===== config.mk =====
export PLATFORM = sky130hd
export DESIGN_NAME = uart_phy_top
export DESIGN_NICKNAME = d
export VERILOG_FILES = /design/src/uart_cfg_pkg.sv /design/src/uart_frame_pkg.sv /design/src/rx_ctrl_phy.sv /design/src/tx_ctrl_phy.sv /design/src/uart_phy_top.sv
export SDC_FILE = /design/constraint.sdc
export NUM_CORES = 1
export LEC_CHECK = 0
export BUFFER_PORTS_ARGS = -buffer_cell sky130_fd_sc_hd__buf_2
export CAP_MARGIN = 10
export CORE_MARGIN = 10
export CORE_UTILIZATION = 58
export DETAILED_ROUTE_END_ITERATION = 10
export PLACE_DENSITY_LB_ADDON = 0.05
export SYNTH_ARGS = -nofsm -noshare
export SYNTH_HDL_FRONTEND = slang
export SYNTH_HIERARCHICAL = 1
export SYNTH_SLANG_ARGS = --single-unit

===== constraint.sdc =====
create_clock -name clk_sys -period 5.4 [get_ports clk_sys]
set_clock_uncertainty 0.05 [all_clocks]
set_input_delay 1.08 -clock clk_sys [delete_from_list [all_inputs] [get_ports clk_sys]]
set_output_delay 1.08 -clock clk_sys [all_outputs]
set_load 0.03 [all_outputs]

===== src/uart_cfg_pkg.sv =====
// uart line timing constants shared by the receive and transmit phys.
`default_nettype none

package uart_cfg_pkg;

	// ------------------------------
	// bit period
	// ------------------------------
	localparam int unsigned period_w = 20; // period setting and cycle counters.

	// must exceed filter_len so the mid-bit sample lands inside the bit.
	localparam logic [period_w-1:0] min_period = period_w'(16);

	// ------------------------------
	// receive line filter
	// ------------------------------
	localparam int unsigned filter_len = 8; // equal samples before the line moves.

endpackage

`default_nettype wire


===== src/uart_frame_pkg.sv =====
// uart frame format and the state codes of both frame sequencers.
`default_nettype none

package uart_frame_pkg;

	localparam int unsigned data_w = 8; // msb-first data bits per frame.
	localparam int unsigned st_w   = 4;

	// ------------------------------
	// receive sequencer
	// ------------------------------
	localparam logic [st_w-1:0] st_idle  = 4'h0;
	localparam logic [st_w-1:0] st_start = 4'h1;
	localparam logic [st_w-1:0] st_d7    = 4'h2;
	localparam logic [st_w-1:0] st_d6    = 4'h3;
	localparam logic [st_w-1:0] st_d5    = 4'h4;
	localparam logic [st_w-1:0] st_d4    = 4'h5;
	localparam logic [st_w-1:0] st_d3    = 4'h6;
	localparam logic [st_w-1:0] st_d2    = 4'h7;
	localparam logic [st_w-1:0] st_d1    = 4'h8;
	localparam logic [st_w-1:0] st_d0    = 4'h9;
	localparam logic [st_w-1:0] st_stop  = 4'ha;
	localparam logic [st_w-1:0] st_done  = 4'hf; // lasts one cycle and publishes the byte.

	// ------------------------------
	// transmit sequencer
	// ------------------------------
	localparam logic [st_w-1:0] tx_idle      = 4'h0;
	localparam logic [st_w-1:0] tx_start_bit = 4'h1;
	localparam logic [st_w-1:0] tx_data      = 4'h2;
	localparam logic [st_w-1:0] tx_stop_bit  = 4'h3;

endpackage

`default_nettype wire


===== src/rx_ctrl_phy.sv =====
// uart receive phy with glitch filter, frame sequencer and mid-bit byte capture.
`timescale 1ns/10ps
`default_nettype none

module rx_ctrl_phy
	import uart_cfg_pkg::*;
	import uart_frame_pkg::*;
(
	input  logic                rx,
	input  logic [period_w-1:0] tbit_period,
	output logic                rx_vld,
	output logic [data_w-1:0]   rx_data,
	input  logic                clk_sys,
	input  logic                rst_n
);

	// ------------------------------
	// line filter
	// ------------------------------
	logic [filter_len-1:0] rx_hist; // first stage also samples the async line.
	logic                  rx_filt;
	logic                  rx_filt_d;
	logic                  rx_fall;

	always_ff @(posedge clk_sys or negedge rst_n) begin
		if (!rst_n) begin
			rx_hist   <= '1;
			rx_filt   <= 1'b1; // idle line is high.
			rx_filt_d <= 1'b1;
		end else begin
			rx_hist   <= {rx_hist[filter_len-2:0], rx};
			rx_filt_d <= rx_filt;
			if (rx_hist == '1)
				rx_filt <= 1'b1;
			else if (rx_hist == '0)
				rx_filt <= 1'b0;
		end
	end

	assign rx_fall = rx_filt_d & ~rx_filt;

	// ------------------------------
	// frame sequencer
	// ------------------------------
	logic [st_w-1:0]     rx_st;
	logic [period_w-1:0] bit_cnt;
	logic [period_w-1:0] mid_point;
	logic                bit_end;
	logic                in_frame;
	logic                in_data;

	assign in_frame  = (rx_st != st_idle) && (rx_st != st_done);
	assign in_data   = (rx_st >= st_d7) && (rx_st <= st_d0);
	assign bit_end   = (bit_cnt == tbit_period - period_w'(1));
	assign mid_point = {1'b0, tbit_period[period_w-1:1]} - period_w'(1);

	always_ff @(posedge clk_sys or negedge rst_n) begin
		if (!rst_n)
			bit_cnt <= '0;
		else if (bit_end || !in_frame)
			bit_cnt <= '0;
		else
			bit_cnt <= bit_cnt + period_w'(1);
	end

	always_ff @(posedge clk_sys or negedge rst_n) begin
		if (!rst_n) begin
			rx_st <= st_idle;
		end else begin
			case (rx_st)
				st_idle:  rx_st <= rx_fall ? st_start : st_idle;
				st_start: rx_st <= bit_end ? st_d7 : st_start;
				st_d7:    rx_st <= bit_end ? st_d6 : st_d7;
				st_d6:    rx_st <= bit_end ? st_d5 : st_d6;
				st_d5:    rx_st <= bit_end ? st_d4 : st_d5;
				st_d4:    rx_st <= bit_end ? st_d3 : st_d4;
				st_d3:    rx_st <= bit_end ? st_d2 : st_d3;
				st_d2:    rx_st <= bit_end ? st_d1 : st_d2;
				st_d1:    rx_st <= bit_end ? st_d0 : st_d1;
				st_d0:    rx_st <= bit_end ? st_stop : st_d0;
				st_stop:  rx_st <= bit_end ? st_done : st_stop; // stop level not checked.
				st_done:  rx_st <= st_idle;
				default:  rx_st <= st_idle;
			endcase
		end
	end

	// ------------------------------
	// byte capture
	// ------------------------------
	logic [data_w-1:0] rx_work;

	// msb arrives first, so shift in from the bottom.
	always_ff @(posedge clk_sys) begin
		if (in_data && (bit_cnt == mid_point))
			rx_work <= {rx_work[data_w-2:0], rx_filt};
	end

	always_ff @(posedge clk_sys or negedge rst_n) begin
		if (!rst_n) begin
			rx_vld  <= 1'b0;
			rx_data <= '0;
		end else begin
			rx_vld <= (rx_st == st_done);
			if (rx_st == st_done)
				rx_data <= rx_work; // held until the next byte.
		end
	end

	// one pulse per byte.
	a_rx_vld_single: assert property (@(posedge clk_sys) disable iff (!rst_n)
		rx_vld |=> !rx_vld);

	a_rx_period: assert property (@(posedge clk_sys) disable iff (!rst_n)
		(rx_st != st_idle) |-> (tbit_period >= min_period));

endmodule

`default_nettype wire


===== src/tx_ctrl_phy.sv =====
// uart transmit phy that serialises a byte into start, data and stop bits.
`timescale 1ns/10ps
`default_nettype none

module tx_ctrl_phy
	import uart_cfg_pkg::*;
	import uart_frame_pkg::*;
(
	input  logic                tx_start,
	input  logic [data_w-1:0]   tx_data,
	input  logic [period_w-1:0] tbit_period,
	output logic                tx,
	output logic                tx_busy,
	input  logic                clk_sys,
	input  logic                rst_n
);

	logic [st_w-1:0]           tx_st;
	logic [period_w-1:0]       bit_cnt;
	logic [$clog2(data_w)-1:0] bit_idx;
	logic [data_w-1:0]         tx_byte;
	logic                      bit_end;

	assign tx_busy = (tx_st != tx_idle);
	assign bit_end = (bit_cnt == tbit_period - period_w'(1));

	// ------------------------------
	// byte latch and bit timer
	// ------------------------------
	always_ff @(posedge clk_sys) begin
		if (tx_start && !tx_busy)
			tx_byte <= tx_data; // strobes while busy are dropped.
	end

	always_ff @(posedge clk_sys or negedge rst_n) begin
		if (!rst_n)
			bit_cnt <= '0;
		else if (!tx_busy || bit_end)
			bit_cnt <= '0;
		else
			bit_cnt <= bit_cnt + period_w'(1);
	end

	// ------------------------------
	// frame sequencer
	// ------------------------------
	// tx is registered here so the line never glitches.
	always_ff @(posedge clk_sys or negedge rst_n) begin
		if (!rst_n) begin
			tx_st   <= tx_idle;
			bit_idx <= '0;
			tx      <= 1'b1;
		end else begin
			case (tx_st)
				tx_idle: begin
					if (tx_start) begin
						tx_st <= tx_start_bit;
						tx    <= 1'b0;
					end
				end
				tx_start_bit: begin
					if (bit_end) begin
						tx_st   <= uart_frame_pkg::tx_data;
						bit_idx <= '1; // msb first.
						tx      <= tx_byte[data_w-1];
					end
				end
				uart_frame_pkg::tx_data: begin
					if (bit_end) begin
						if (bit_idx == '0) begin
							tx_st <= tx_stop_bit;
							tx    <= 1'b1;
						end else begin
							bit_idx <= bit_idx - 1'b1;
							tx      <= tx_byte[bit_idx - 1'b1];
						end
					end
				end
				tx_stop_bit: begin
					if (bit_end)
						tx_st <= tx_idle; // busy drops after ten periods.
				end
				default: begin
					tx_st <= tx_idle;
					tx    <= 1'b1;
				end
			endcase
		end
	end

	a_tx_idle_high: assert property (@(posedge clk_sys) disable iff (!rst_n)
		!tx_busy |-> tx);

	a_tx_period: assert property (@(posedge clk_sys) disable iff (!rst_n)
		tx_busy |-> (tbit_period >= min_period));

endmodule

`default_nettype wire


===== src/uart_phy_top.sv =====
// uart phy top level joining the receive and transmit phys on one clock and bit period.
`timescale 1ns/10ps
`default_nettype none

module uart_phy_top
	import uart_cfg_pkg::*;
	import uart_frame_pkg::*;
(
	input  logic                rx,
	input  logic [period_w-1:0] tbit_period, // hold steady while a frame runs.
	input  logic                tx_start,
	input  logic [data_w-1:0]   tx_data,
	output logic                rx_vld,
	output logic [data_w-1:0]   rx_data,
	output logic                tx,
	output logic                tx_busy,
	input  logic                clk_sys,
	input  logic                rst_n
);

	// ------------------------------
	// receive side
	// ------------------------------
	rx_ctrl_phy rx_ctrl_phy_i (
		.rx          (rx),
		.tbit_period (tbit_period),
		.rx_vld      (rx_vld),
		.rx_data     (rx_data),
		.clk_sys     (clk_sys),
		.rst_n       (rst_n)
	);

	// ------------------------------
	// transmit side
	// ------------------------------
	tx_ctrl_phy tx_ctrl_phy_i (
		.tx_start    (tx_start),
		.tx_data     (tx_data),
		.tbit_period (tbit_period),
		.tx          (tx),
		.tx_busy     (tx_busy),
		.clk_sys     (clk_sys),
		.rst_n       (rst_n)
	);

endmodule

`default_nettype wire


After elaboration in Yosys (flattened, before gate mapping)
Cells that the tools add are included.
{ "totals": {"out_inout_bits": 11, "reg_bits": 87, "inputBits": 32} }
{ "classes": {"addsub": 5, "eq_ne": 25, "n_mux": 33, "order_cmp": 3, "bitwise_logic": 3, "n_reduce_logical": 19} }
{ "op_table": {"columns": ["operator", "count"], "rows": [
  ["equality test 20 bit", 3],
  ["case mux 4 bit (11 select lines)", 1],
  ["adder 20 x 1 -> 20 bit (second input constant)", 2],
  ["2-to-1 mux 20 bit", 2],
  ["2-to-1 mux 4 bit", 6],
  ["subtractor 19 x 1 -> 20 bit (second input constant)", 1],
  ["subtractor 20 x 1 -> 20 bit (second input constant)", 1],
  ["equality test 4 x 2 -> 1 bit (second input constant)", 4],
  ["equality test 4 x 3 -> 1 bit (second input constant)", 4],
  ["equality test 4 bit (second input constant)", 4],
  ["case mux 4 bit (4 select lines)", 1],
  ["2-to-1 mux 3 bit", 5],
  ["2-to-1 mux 1 bit", 12],
  ["equality test 4 x 1 -> 1 bit (second input constant)", 2],
  ["equality test 8 bit (second input constant)", 1],
  ["logical NOT 4 bit", 2],
  ["logical NOT 8 bit", 1],
  ["!= test 2 x 1 -> 1 bit (second input constant)", 4],
  ["AND reduction 4 bit", 2],
  ["nonzero test 4 bit", 2],
  ["2-to-1 mux 2 bit", 3],
  ["case mux 3 bit (2 select lines)", 1],
  ["AND reduction 5 bit", 1],
  ["greater-or-equal comparator 4 x 2 -> 1 bit (second input constant)", 1],
  ["other kinds (14)", 22]
]} }

Depth between registers and ports, before layout
{ "depth": {"word_depth": 6, "depth_mapped": 12, "mapped_depth_nobuf": 11} }

By module
The synthesis kept the hierarchy.
{ "modules_own_cells": {"columns": ["mod", "area_per_inst_um2", "cells_per_inst", "seq_area_each_um2", "n_inst"], "rows": [
  ["rx_ctrl_phy", 3483.3, 386, 1328.8, 1],
  ["tx_ctrl_phy", 2566.2, 280, 892.1, 1]
]} }

Worst setup path after synthesis
OpenSTA, ideal clock, no wires.
{ "synth_timing": {"path_kind": "input port to flip-flop", "from": "input tbit_period[5]", "to": "register rx_ctrl_phy_i.rx_work[0], enable pin", "path_stages": 8, "path_slack_ns": 1.478, "path_buffers": 1, "t_arrival_ns": 3.489, "setup_ns": 0.383, "required_ns": 4.967, "cell_sequence": "clkbuf_1 -> nor4_2 -> nand4_1 -> or3b_2 -> nand3_1 -> o21ai_0 -> o22a_1 -> nor3_1"} }
{ "synth_between": {"elab_chain_len": 3} }
{ "synth_rtl": {"columns": ["item", "line", "source"], "rows": [
  ["from (decl)", "uart_phy_top.sv:10", "input logic [period_w-1:0] tbit_period,"],
  ["subtractor 19 x 1 -> 20 bit", "rx_ctrl_phy.sv:55", "assign mid_point = {1'b0, tbit_period[period_w-1:1]} - period_w'(1);"],
  ["equality test 20 bit", "rx_ctrl_phy.sv:95", "if (in_data && (bit_cnt == mid_point))"],
  ["logical AND 1 bit", "rx_ctrl_phy.sv:95", null],
  ["to (signal assigned)", "rx_ctrl_phy.sv:96", "rx_work <= {rx_work[data_w-2:0], rx_filt};"],
  ["to (decl)", "rx_ctrl_phy.sv:91", "logic [data_w-1:0] rx_work;"]
]} }
Every way passes these cells.
A chain may end at the register's enable or synchronous reset.

Final worst setup path
{ "layout_timing": {"from": "input tbit_period[0]", "to": "register rx_ctrl_phy_i.bit_cnt[5]"} }
{ "layout_between": {"elab_chain_len": 4} }
{ "layout_rtl": {"columns": ["item", "line", "source"], "rows": [
  ["subtractor 20 x 1 -> 20 bit", "rx_ctrl_phy.sv:54", "assign bit_end = (bit_cnt == tbit_period - period_w'(1));"],
  ["equality test 20 bit", "rx_ctrl_phy.sv:54", null],
  ["logical OR 1 bit", "rx_ctrl_phy.sv:60", "else if (bit_end || !in_frame)"],
  ["2-to-1 mux 20 bit", "rx_ctrl_phy.sv:60", null],
  ["to (signal assigned)", "rx_ctrl_phy.sv:63", "bit_cnt <= bit_cnt + period_w'(1);"],
  ["to (decl)", "rx_ctrl_phy.sv:46", "logic [period_w-1:0] bit_cnt;"]
]} }
Every way passes these cells.

==> reports/metrics.cfg <==
[outcome]
outcome = complete, no violations

[die]
die_x_um = 122.1
floorplan.initialDensity = 0.5913
placementRows = 37
ios = 43
core_area_um2 = 10230
die_height_um = 122.1
dieArea_um2 = 14920

[worst_setup_path]
regToRegSetupSlack_ps = 2430
crit_fanout = 20
cp_data_required_time_ps = 5590
slowest_delay_ps = 590
crit_type = input port to register
cp-end-kind = register
r2r_end = rx_ctrl_phy_i/bit_cnt[5]
regToRegStartpoint = rx_ctrl_phy_i/bit_cnt[3]
critPathBufInv = 2
critPathTopFamily = simple AND/OR/NAND/NOR gates
start_kind = input port
crit_slowest_cell = nor3b_1
arrival_ps = 4190
path_cells = buf_2, inv_1, ha_1, nor3b_1, a21oi_1, or4_1, or4_4, nor4_4, nand3_4, o311ai_4, nor2_1
reg2reg_depth = 8

[worst_hold_path]
whs_path_depth = 0
min_from = rx_ctrl_phy_i/rx_hist[5]
worstHoldPathType = register to register
holdPathEnd = rx_ctrl_phy_i/rx_hist[6]

[timing]
timing.final.crit_period_ps = 4001
hold_viol = 0
finalMaxSlewViolations = 0
worstMarginPinSlew_ps = 853.7
fin_ws_ps = 1399
max_clock_freq_mhz = 249.9
rsz0062_at_grt = no
whs_ps = 319.7
relSlewSlack = 0.4295
finalCritPeriodShare = 0.7409
finalSetupViolations = 0
setup_tns_ps = 0

[global_routing]
grt_start_max_net_pins = 44
gr-total-overflow = 0
antenna_found_initial = 0
grt_pass1_vias = 4865
grt_pass1_wl_um = 23270
track_usage = 0.1919

[logic_synthesis]
synth_commonest_cells = nor2_1, xnor2_1, dfrtp_1
synth_flop_cell = dfrtp_1
synth_mux_area_frac = 0.02027
synth_top_family_by_area = simple AND/OR/NAND/NOR gates
yosysTopAreaCell = dfrtp_1
ys_seq_area_frac = 0.3671
netlist_area_um2 = 6050
synth-adder-area-share = 0.02482
yosys-top-cells-area = dfrtp_1, xnor2_1, edfxtp_1
yosysTopAreaCellShare = 0.2399
synth-xor-area-share = 0.1564
synth_simple_gate_area_frac = 0.2751
ys_warn_count = 6
avgSynthCellArea_um2 = 9.083
synth_enable_flop_cells = 16
synth_seq_cells = 85
netlist_instances = 666
async_reset_ff_frac = 0.8118
synth_compound_area_frac = 0.1129
syn_nets = 710
synth.most_common_cell = nor2_1
ys_types = 81

[clock_tree]
cts_resized = 0
cts.clk_slew.worst_paths_ps = 90
clockBufferDepth = 2
clock-sinks = 85
cts_tree = done
hold_buffers = 0
clk_latency_ps = 380
cts_setup_buffers = 0
cts-buffers-inserted = 9
h-tree-depth = 3
root_buffer = clkbuf_8

[drt]
avgRoutedWirePerCell_um = 17.20
num_vias = 4990
viasPerCell = 6.012
firstDrtPassIters = 5
dr.first_iter.drc_count = 303
wirelength_um = 14280
drtAntennaViolNets = 0
drc_errors = 0

[power_and_ir_drop]
ir_drop_mv = 0.2634
p_leak_nw = 2.651
power_density_nw_per_um2 = 247.1

[placed_design]
dp.cells = 814
hpwl_um = 10510
portBuffers = 42
placed_area_um2 = 6287
dp_slack_ps = 1010
place_congestion = 0.9601

[cells_and_area]
stdcell_area_um2 = 6509
area_growth_pct = 7.590
fin_cells = 830
drive_gt1_frac = 0.1527
antenna_cells = 0
fin_nets = 733

[run]
drv_cap = 0

-- metal layers --
metal  GRT usage  routed length, um  up-vias  part of all wire
met5           0                  0        -                 0
li1            -                  -     2413                 -
met2      0.3112               6870      127              0.48
met1      0.2390               6331     2418              0.44
met3     0.04348                676       32             0.047
met4     0.08763                398        0             0.028
-- cell type report --
type                    instances  area (um2)
repair buffers                 45       232.7
well taps                     136       170.2
fillers                       873        3722
multi-input cells             522        3566
flip-flops and latches         85        2221
clock buffers                  10       148.9
inverters                      26       97.59
clock inverters                 6       72.57
-- power breakdown --
group / leakage, nW / internal (mW) / switching (mW)
combinational: 1.50 / 0.140 / 0.231
clock: 0.109 / 0.247 / 0.247
sequential: 1.04 / 0.700 / 0.0428
-- cell usage in the layout (no fill, tap or decap), drive strengths merged, types with 8 or more instances in the layout --
cell type	count
nor2	81
xnor2	61
dfrtp	58
nand2	51
xor2	47
buf	45
nand3	36
inv	28
a21oi	22
nor3	21
nor4	21
edfxtp	16
nand4	14
and3	13
o21ai	13
ha	12
dfstp	11
clkbuf	10
a31oi	8
-- sequential cells by signal, summed over array words and instances, names as in the netlist --
register                 cells
rx_ctrl_phy_i/rx_hist        8
rx_ctrl_phy_i/rx_filt        1
tx_ctrl_phy_i/bit_cnt       20
tx_ctrl_phy_i/tx             1
rx_ctrl_phy_i/rx_filt_d      1
rx_ctrl_phy_i/bit_cnt       20
rx_ctrl_phy_i/rx_data        8
rx_ctrl_phy_i/rx_vld         1
tx_ctrl_phy_i/tx_byte        8
tx_ctrl_phy_i/bit_idx        3
rx_ctrl_phy_i/rx_st          4
rx_ctrl_phy_i/rx_work        8
tx_ctrl_phy_i/tx_st          2
-- worst register-to-register path, cell delays in order, from the launching register on --
cell	delay (ps)
dfrtp_1	510
xor2_1	230
xnor2_1	110
or4_1	530
or4_4	500
nor4_4	350
nand3_4	170
o311ai_4	260
nor2_1	130
-- stage by stage --
step,utilization,total power [mW]
after detailed placement,0.6145,1.122
after global routing,0.6362,1.685
after CTS,0.6362,1.623
final,0.6362,1.608
after floorplan,-,1.005
after global placement,0.6145,1.107
-- logic make-up after synthesis --
group           count (synthesis)
compound gates                 93
mux                             9
buf+inv                        59
xor+xnor                      108
simple gates                  300
flops                          85
fa+ha+maj                      12
-- how the worst max path moves through the flow --
| stage | slack, ps | end | cells after the start | start |
|---|---|---|---|---|
| floorplan | 1480 | rx_ctrl_phy_i/rx_work[0] | 8 | tbit_period[5] |
| global placement | 1160 | rx_ctrl_phy_i/bit_cnt[17] | 11 | tbit_period[0] |
| detailed placement | 1010 | rx_ctrl_phy_i/bit_cnt[5] | 11 | tbit_period[0] |
| CTS | 1440 | rx_ctrl_phy_i/bit_cnt[5] | 11 | tbit_period[0] |
| global route | 1130 | rx_ctrl_phy_i/bit_cnt[7] | 11 | tbit_period[0] |
| finish | 1400 | rx_ctrl_phy_i/bit_cnt[5] | 11 | tbit_period[0] |
Power figures use the tool's default switching activity.
